File: src/logic/executePkg.sv
// Execute core shared types
`default_nettype none

package executePkg;

    localparam int dataWidth   = 16; // Operand width
    localparam int regCount    = 8;  // Architectural registers
    localparam int regIdxWidth = 3;  // Register index width
    localparam int instrWidth  = 16; // Instruction word width

    // Opcode in instr[15:11], all other codes are illegal
    typedef enum logic [4:0] {
        OP_ADD   = 5'b00000,
        OP_SUB   = 5'b00001,
        OP_XOR   = 5'b00010,
        OP_ANDN  = 5'b00011,
        OP_ROL   = 5'b00100,
        OP_SLL   = 5'b00101,
        OP_ROR   = 5'b00110,
        OP_SRL   = 5'b00111,
        OP_ADDI  = 5'b01000,
        OP_SUBI  = 5'b01001,
        OP_XORI  = 5'b01010,
        OP_ANDNI = 5'b01011,
        OP_SLBI  = 5'b10010,
        OP_ROLI  = 5'b10100,
        OP_SLLI  = 5'b10101,
        OP_RORI  = 5'b10110,
        OP_SRLI  = 5'b10111,
        OP_LBI   = 5'b11000,
        OP_BTR   = 5'b11001,
        OP_SEQ   = 5'b11100,
        OP_SLT   = 5'b11101,
        OP_SLE   = 5'b11110,
        OP_SCO   = 5'b11111
    } opcode_e;

    // Low two bits pick the logic op or the shifter mode
    typedef enum logic [3:0] {
        ALU_ADD  = 4'b0000,
        ALU_XOR  = 4'b0010,
        ALU_AND  = 4'b0011,
        ALU_ROL  = 4'b0100,
        ALU_SLL  = 4'b0101,
        ALU_ROR  = 4'b0110,
        ALU_SRL  = 4'b0111,
        ALU_SEQ  = 4'b1000,
        ALU_SLT  = 4'b1001,
        ALU_SLE  = 4'b1010,
        ALU_SCO  = 4'b1011,
        ALU_BTR  = 4'b1100,
        ALU_LBI  = 4'b1101,
        ALU_SLBI = 4'b1110
    } aluOp_e;

    typedef struct packed {
        aluOp_e op;       // Operation select
        logic   invA;     // Invert operand A
        logic   invB;     // Invert operand B
        logic   carryIn;  // Adder carry in
        logic   signedOp; // Signed overflow rule
    } aluCtrl_t;

    typedef struct packed {
        logic zero;     // Sum is zero
        logic sign;     // Top bit of sum
        logic overflow; // Signed overflow or carry out
        logic carry;    // Adder carry out
    } aluFlags_t;

endpackage

`default_nettype wire

File: src/logic/shifter.sv
// Rotate and shift unit
`timescale 1ns/1ps
`default_nettype none

module shifter (
    input  logic [executePkg::dataWidth-1:0] value,
    input  logic [3:0]                       amount,
    input  logic [1:0]                       mode,   // Low bits of the ALU op
    output logic [executePkg::dataWidth-1:0] shifted
);
    import executePkg::*;

    logic [dataWidth-1:0] stage [0:4]; // stage[0] is the input word

    assign stage[0] = value;

    // One stage per amount bit, moving by 1, 2, 4 and 8
    for (genvar i = 0; i < 4; i++) begin : gStage
        localparam int step = 1 << i;

        logic [dataWidth-1:0] moved;

        always_comb begin
            case (mode)
                2'b00: moved = {stage[i][dataWidth-1-step:0],
                                stage[i][dataWidth-1 -: step]};     // Rotate left
                2'b01: moved = {stage[i][dataWidth-1-step:0],
                                {step{1'b0}}};                      // Shift left
                2'b10: moved = {stage[i][step-1:0],
                                stage[i][dataWidth-1:step]};        // Rotate right
                default: moved = {{step{1'b0}},
                                  stage[i][dataWidth-1:step]};      // Shift right
            endcase
        end

        assign stage[i+1] = amount[i] ? moved : stage[i];
    end

    assign shifted = stage[4];

endmodule

`default_nettype wire

File: src/logic/alu.sv
// Sixteen-bit ALU
`timescale 1ns/1ps
`default_nettype none

module alu (
    input  logic [executePkg::dataWidth-1:0] operandA,
    input  logic [executePkg::dataWidth-1:0] operandB,
    input  executePkg::aluCtrl_t             ctrl,
    output logic [executePkg::dataWidth-1:0] result,
    output executePkg::aluFlags_t            flags
);
    import executePkg::*;

    logic [dataWidth-1:0] a;         // Operand A after inversion
    logic [dataWidth-1:0] b;         // Operand B after inversion
    logic [dataWidth-1:0] sum;
    logic                 carryOut;
    logic [dataWidth-1:0] shiftOut;
    logic [dataWidth-1:0] reversed;  // A in reverse bit order
    logic                 isZero;
    logic                 signedOvf;
    logic                 lessThan;  // Signed A < B from A minus B

    assign a = ctrl.invA ? ~operandA : operandA;
    assign b = ctrl.invB ? ~operandB : operandB;

    assign {carryOut, sum} = {1'b0, a} + {1'b0, b} + {{dataWidth{1'b0}}, ctrl.carryIn};

    shifter shifter0 (
        .value  (a),
        .amount (b[3:0]),
        .mode   (ctrl.op[1:0]),
        .shifted(shiftOut)
    );

    always_comb begin
        for (int i = 0; i < dataWidth; i++) begin
            reversed[i] = a[dataWidth-1-i];
        end
    end

    assign isZero    = (sum == '0);
    assign signedOvf = (a[dataWidth-1] ~^ b[dataWidth-1])
                     & (sum[dataWidth-1] ^ a[dataWidth-1]);

    // Sign of the difference corrected by overflow
    assign lessThan = sum[dataWidth-1] ^ signedOvf;

    assign flags = '{
        zero:     isZero,
        sign:     sum[dataWidth-1],
        overflow: ctrl.signedOp ? signedOvf : carryOut,
        carry:    carryOut
    };

    always_comb begin
        case (ctrl.op)
            ALU_ADD:  result = sum;
            ALU_XOR:  result = a ^ b;
            ALU_AND:  result = a & b;
            ALU_ROL,
            ALU_SLL,
            ALU_ROR,
            ALU_SRL:  result = shiftOut;
            ALU_SEQ:  result = {{(dataWidth-1){1'b0}}, isZero};
            ALU_SLT:  result = {{(dataWidth-1){1'b0}}, lessThan};
            ALU_SLE:  result = {{(dataWidth-1){1'b0}}, lessThan | isZero};
            ALU_SCO:  result = {{(dataWidth-1){1'b0}}, carryOut};
            ALU_BTR:  result = reversed;
            ALU_LBI:  result = b;                    // Extended byte passes through
            ALU_SLBI: result = {a[7:0], b[7:0]};    // Old low byte moves up
            default:  result = '0;
        endcase
    end

endmodule

`default_nettype wire

File: src/logic/instrDecoder.sv
// Instruction decoder
`timescale 1ns/1ps
`default_nettype none

module instrDecoder (
    input  logic [executePkg::instrWidth-1:0]  instr,
    output executePkg::aluCtrl_t               ctrl,
    output logic [executePkg::regIdxWidth-1:0] rsIdx,
    output logic [executePkg::regIdxWidth-1:0] rtIdx,
    output logic [executePkg::regIdxWidth-1:0] rdIdx,
    output logic [executePkg::dataWidth-1:0]   immValue,
    output logic                               useImm,
    output logic                               writeEnable
);
    import executePkg::*;

    opcode_e              opcode;
    logic [dataWidth-1:0] imm5Sext;
    logic [dataWidth-1:0] imm5Zext;
    logic [dataWidth-1:0] imm8Sext;
    logic [dataWidth-1:0] imm8Zext;

    assign opcode = opcode_e'(instr[15:11]);

    assign imm5Sext = {{(dataWidth-5){instr[4]}}, instr[4:0]};
    assign imm5Zext = {{(dataWidth-5){1'b0}}, instr[4:0]};
    assign imm8Sext = {{(dataWidth-8){instr[7]}}, instr[7:0]};
    assign imm8Zext = {{(dataWidth-8){1'b0}}, instr[7:0]};

    always_comb begin
        // Register form unless overridden
        ctrl.op       = ALU_ADD;
        ctrl.invA     = 1'b0;
        ctrl.invB     = 1'b0;
        ctrl.carryIn  = 1'b0;
        ctrl.signedOp = 1'b0;
        rsIdx         = instr[10:8];
        rtIdx         = instr[7:5];
        rdIdx         = instr[4:2];
        immValue      = imm5Zext;
        useImm        = 1'b0;
        writeEnable   = 1'b1;

        case (opcode)
            OP_ADD, OP_ADDI: begin
                ctrl.signedOp = 1'b1;
            end
            OP_SUB, OP_SUBI: begin
                ctrl.invA     = 1'b1; // B minus A
                ctrl.carryIn  = 1'b1;
                ctrl.signedOp = 1'b1;
            end
            OP_XOR, OP_XORI:   ctrl.op = ALU_XOR;
            OP_ANDN, OP_ANDNI: begin
                ctrl.op   = ALU_AND;
                ctrl.invB = 1'b1;
            end
            OP_ROL, OP_ROLI: ctrl.op = ALU_ROL;
            OP_SLL, OP_SLLI: ctrl.op = ALU_SLL;
            OP_ROR, OP_RORI: ctrl.op = ALU_ROR;
            OP_SRL, OP_SRLI: ctrl.op = ALU_SRL;
            OP_SEQ, OP_SLT, OP_SLE: begin
                ctrl.invB     = 1'b1; // A minus B
                ctrl.carryIn  = 1'b1;
                ctrl.signedOp = 1'b1;
                ctrl.op = (opcode == OP_SEQ) ? ALU_SEQ :
                          (opcode == OP_SLT) ? ALU_SLT : ALU_SLE;
            end
            OP_SCO: ctrl.op = ALU_SCO;
            OP_BTR: ctrl.op = ALU_BTR;
            OP_LBI: begin
                ctrl.op  = ALU_LBI;
                rdIdx    = instr[10:8];
                immValue = imm8Sext;
                useImm   = 1'b1;
            end
            OP_SLBI: begin
                ctrl.op  = ALU_SLBI;
                rdIdx    = instr[10:8];
                immValue = imm8Zext;
                useImm   = 1'b1;
            end
            default: writeEnable = 1'b0; // Illegal opcode
        endcase

        // Immediate form moves rd and picks the imm5 extension
        case (opcode)
            OP_ADDI, OP_SUBI: begin
                rdIdx    = instr[7:5];
                immValue = imm5Sext;
                useImm   = 1'b1;
            end
            OP_XORI, OP_ANDNI, OP_ROLI, OP_SLLI, OP_RORI, OP_SRLI: begin
                rdIdx    = instr[7:5];
                immValue = imm5Zext;
                useImm   = 1'b1;
            end
            default: ;
        endcase
    end

endmodule

`default_nettype wire

File: src/logic/registerFile.sv
// Eight-entry register file
`timescale 1ns/1ps
`default_nettype none

module registerFile (
    input  logic                               clk,
    input  logic                               reset,
    input  logic [executePkg::regIdxWidth-1:0] readIdxA,
    input  logic [executePkg::regIdxWidth-1:0] readIdxB,
    output logic [executePkg::dataWidth-1:0]   readDataA,
    output logic [executePkg::dataWidth-1:0]   readDataB,
    input  logic                               writeEnable,
    input  logic [executePkg::regIdxWidth-1:0] writeIdx,
    input  logic [executePkg::dataWidth-1:0]   writeData
);
    import executePkg::*;

    logic [dataWidth-1:0] regs [regCount];

    always_ff @(posedge clk) begin
        if (reset) begin
            for (int i = 0; i < regCount; i++) begin
                regs[i] <= '0;
            end
        end else if (writeEnable) begin
            regs[writeIdx] <= writeData; // r0 is writable too
        end
    end

    // Reads are combinational and see last edge's write
    assign readDataA = regs[readIdxA];
    assign readDataB = regs[readIdxB];

endmodule

`default_nettype wire

File: src/logic/executeCore.sv
// Execute core top
`timescale 1ns/1ps
`default_nettype none

module executeCore (
    input  logic                               clk,
    input  logic                               reset,
    input  logic                               instrValid,
    input  logic [executePkg::instrWidth-1:0]  instr,
    output logic                               resultValid,
    output logic [executePkg::dataWidth-1:0]   result,
    output executePkg::aluFlags_t              flags,
    output logic [executePkg::regIdxWidth-1:0] resultReg,
    output logic                               illegal
);
    import executePkg::*;

    aluCtrl_t               ctrl;
    logic [regIdxWidth-1:0] rsIdx;
    logic [regIdxWidth-1:0] rtIdx;
    logic [regIdxWidth-1:0] rdIdx;
    logic [dataWidth-1:0]   immValue;
    logic                   useImm;
    logic                   decWriteEnable; // Legal opcode
    logic                   regWrite;
    logic [dataWidth-1:0]   rsData;
    logic [dataWidth-1:0]   rtData;
    logic [dataWidth-1:0]   operandB;
    logic [dataWidth-1:0]   aluResult;
    aluFlags_t              aluFlags;

    instrDecoder decoder0 (
        .instr      (instr),
        .ctrl       (ctrl),
        .rsIdx      (rsIdx),
        .rtIdx      (rtIdx),
        .rdIdx      (rdIdx),
        .immValue   (immValue),
        .useImm     (useImm),
        .writeEnable(decWriteEnable)
    );

    assign regWrite = instrValid & decWriteEnable;

    registerFile regFile0 (
        .clk        (clk),
        .reset      (reset),
        .readIdxA   (rsIdx),
        .readIdxB   (rtIdx),
        .readDataA  (rsData),
        .readDataB  (rtData),
        .writeEnable(regWrite),
        .writeIdx   (rdIdx),
        .writeData  (aluResult)
    );

    assign operandB = useImm ? immValue : rtData;

    alu alu0 (
        .operandA(rsData),
        .operandB(operandB),
        .ctrl    (ctrl),
        .result  (aluResult),
        .flags   (aluFlags)
    );

    // Outputs follow the write-back edge
    always_ff @(posedge clk) begin
        if (reset) begin
            resultValid <= 1'b0;
            illegal     <= 1'b0;
            result      <= '0;
            flags       <= '0;
            resultReg   <= '0;
        end else begin
            resultValid <= instrValid;
            illegal     <= instrValid & ~decWriteEnable; // Only illegal codes skip writes
            if (instrValid) begin
                result    <= aluResult;
                flags     <= aluFlags;
                resultReg <= rdIdx;
            end
        end
    end

endmodule

`default_nettype wire

File: config.mk
export PLATFORM = sky130hd
export DESIGN_NAME = executeCore
export DESIGN_NICKNAME = d
export VERILOG_FILES = /design/src/logic/executePkg.sv /design/src/logic/shifter.sv /design/src/logic/alu.sv /design/src/logic/instrDecoder.sv /design/src/logic/registerFile.sv /design/src/logic/executeCore.sv
export SDC_FILE = /design/constraint.sdc
export NUM_CORES = 1
export LEC_CHECK = 0
export BUFFER_PORTS_ARGS = -buffer_cell sky130_fd_sc_hd__buf_4
export CAP_MARGIN = 10
export CELL_PAD_IN_SITES_DETAIL_PLACEMENT = 0
export CELL_PAD_IN_SITES_GLOBAL_PLACEMENT = 1
export CORE_UTILIZATION = 50
export CTS_CLUSTER_SIZE = 10
export DETAILED_ROUTE_END_ITERATION = 7
export PLACE_DENSITY = 0.81
export SYNTH_ARGS = -nofsm -noshare
export SYNTH_HDL_FRONTEND = slang
export SYNTH_SLANG_ARGS = --single-unit
File: constraint.sdc
create_clock -name clk -period 8.74 [get_ports clk]
set_clock_uncertainty 0.15 [all_clocks]
set_input_delay 1.748 -clock clk [delete_from_list [all_inputs] [get_ports clk]]
set_output_delay 1.748 -clock clk [all_outputs]
set_load 0.02 [all_outputs]
==> reports/metrics.cfg <==
[worst_hold_path]
hold_path.class=register to register
hp-start=flags[1]

[floorplan]
core-area_um2=23800
die_area_um2=25100
dieHeight_um=158
die_w_um=158
num_rows=56
initial_core_util_pct=51.6
io_pins=44

[timing]
min_period_ns=8.27
worst_slew_pin_slew_ns=1.25
hold_slack_ns=0.326
period_share_pct=94.6
final_hold_viol_count=0
max_freq_mhz=121
tns_ns=0
drv_slew=0
worst_slack_ns=0.472
rsz0062_at_grt=false
relSlewSlack_pct=16.6
setup_viol=0

[status]
status=completed

[worst_setup_path]
cp_max_fo=28
rr_startpoint=regFile0.regs[0][1]
crit_chain=buf_4, mux2i_1, a22o_1, or2_2, xnor2_1, inv_1, ha_1, nor2b_1, o21ai_0, o211ai_1, a21oi_1, a311o_1, nor2_1, o21ai_0, nand2b_1, fa_1, nor4b_1, o2111ai_1, or4_1, nor4_1, a2111oi_4, a311oi_1
cpMaxStageDelayCell=xnor2_1
critPathMostFrequentCell=o21ai_0
arrival_ns=8.44
critPathLaunch=instr[8]
r2r_setup_slack_ns=1.90
path_class=primary input to register
path_buf_inv=2
critical-path-top-delay-family=compound AO/OA/AOI/OAI gates
worstSetupStartpointType=primary input
critPathRequiredTime_ns=8.91
cp_slowest_stage_delay_ns=0.68
end_kind=register

[synth]
yosysTopAreaCell=edfxtp_1
synthFlopType=edfxtp_1
yosys-top-cells-area=edfxtp_1, mux2i_1, a21oi_1, mux4_2, dfxtp_1
seq_area_frac_synth_pct=35.5
yosysWarnings=0
synthesis.nets=1301
avgSynthCellArea_um2=9.70
synth.distinct_cells=92
ys_async_sr_fraction_pct=0
ys_seq_elements=153
synth.top_cell.area_share_pct=31.4
synth_edf_count=128
syn_area_um2=12200
syn_inst=1263
yosysMostFrequentCell=a21oi_1
yosys-top-cells-count=a21oi_1, edfxtp_1, nor2_1

[layout]
area.growth.synth_to_final_pct=10.2
multi_input_area_um2=7350
seq_area_um2=4340
drive_gt1_share_pct=18.5
fillCellCount=2078
final_nets=1309
final_util_pct=56.8
antennaDiodeCount=0

[pwr]
powerDensity_nw_per_um2=214
total_power_mw=2.89
ir_drop_uv=241
leakage_nw=4.89

[cts]
clk_pin_slew_ns=0.07
cts_setup_buffers=0
h-tree-depth=4
cts.sinks=153
clk_path_buf_depth=2
numCtsBuffers=17
clock_latency_ns=0.43
cts_root_buffer=clkbuf_16
hold_buffers=0
cts_tree=built
postCtsResizedCells=0

[placement]
port_buffers=43
dp_slack_ns=0.208
gp_congestion=1.05
hpwl_um=36100

[global_route]
grt_pass1_wl_um=71100
track_usage_pct=39.8
grt-ovfl-total=0
grt_pass1_vias=10700
grt_max_degree=48
antenna_found_initial=0

[route]
viasPerCell=7.18
top_layer=met4
drc=0
routedLengthMet1_um=18200
drtIter0Drc=1756
dr.pass1.iters=6
wl_met3_um=5630
routed-wl-met2_um=22000
routedWlPerCell_um=30.5
ant_nets=0
finalWirelength_um=48800
via_count=11500

[flow_run]
drv_cap=0

## cell families (layout without fill, tap and decap cells)
family / after synthesis / count (layout) / share of synthesized area [%]
adder cells (fa/ha/maj): 20 / 20 / 2.21
XOR/XNOR: 35 / 35 / 2.56
AO/OA/AOI/OAI: 469 / 469 / 27.5
AND/OR/NAND/NOR: 312 / 312 / 12.3
buffers and inverters: 129 / 150 / 4.61
multiplexers: 145 / 145 / 15.4
flip-flops: 153 / 153 / 35.5
## cell type report
| type | count | share of cell area, % |
|---|---|---|
| clock buffers | 17 | 3.15 |
| well taps | 319 | 2.96 |
| inverters | 30 | 0.834 |
| flip-flops and latches | 153 | 32.2 |
| repair buffers | 88 | 4.90 |
| clock inverters | 15 | 1.50 |
| multi-input cells | 981 | 54.5 |
## power breakdown
group | switching, mW | internal (mW)
registers | 0.0281 | 0.839
logic | 0.846 | 0.390
clock network | 0.323 | 0.462
## metal layers
layer | up-vias | track usage (%)
li1 | 5002 | -
met1 | 5491 | 51.6
met2 | 825 | 62.5
met3 | 187 | 7.78
met4 | 0 | 22.0
met5 | - | 0
## placed cells by master (no fill, tap or decap), types with 18 or more instances in the layout
master | synthesis | layout
nand2_1 | 62 | 62
mux4_2 | 31 | 31
nor3_1 | 26 | 26
o21ai_0 | 57 | 57
inv_1 | 27 | 27
buf_4 | 7 | 88
a21oi_1 | 158 | 158
edfxtp_1 | 128 | 128
xnor2_1 | 25 | 25
a211oi_1 | 25 | 25
nand2b_1 | 22 | 22
mux2i_1 | 80 | 80
nand3_1 | 30 | 30
a22oi_1 | 20 | 20
dfxtp_1 | 25 | 25
nor2_1 | 103 | 103
a221oi_1 | 18 | 18
mux2_2 | 34 | 34
## through the flow
step / cell area, µm² / std cells
detailed placement: 12900 / 1571
finish: 13500 / 1603
global placement: 12900 / 1571
global route: 13500 / 1603
CTS: 13500 / 1603
floorplan: 12200 / 1263
## path summary, 6_finish.rpt
| kind | depth (start not counted) | endpoint |
|---|---|---|
| setup / recovery | 22 | result[0] |
| hold / removal | 2 | flags[1] |
| setup reg to reg | 21 | result[0] |
| hold reg to reg | 2 | flags[1] |
## state kept, by name, summed over array words and instances (netlist names)
register,count
resultReg,3
regFile0.regs,128
resultValid,1
illegal,1
result,16
flags,4
## worst min-delay path: stages (launching register included)
cell and delay [ns]:
dfxtp_1 0.31, nand2b_1 0.06, a21oi_1 0.06
Power figures use the tool's default switching activity.
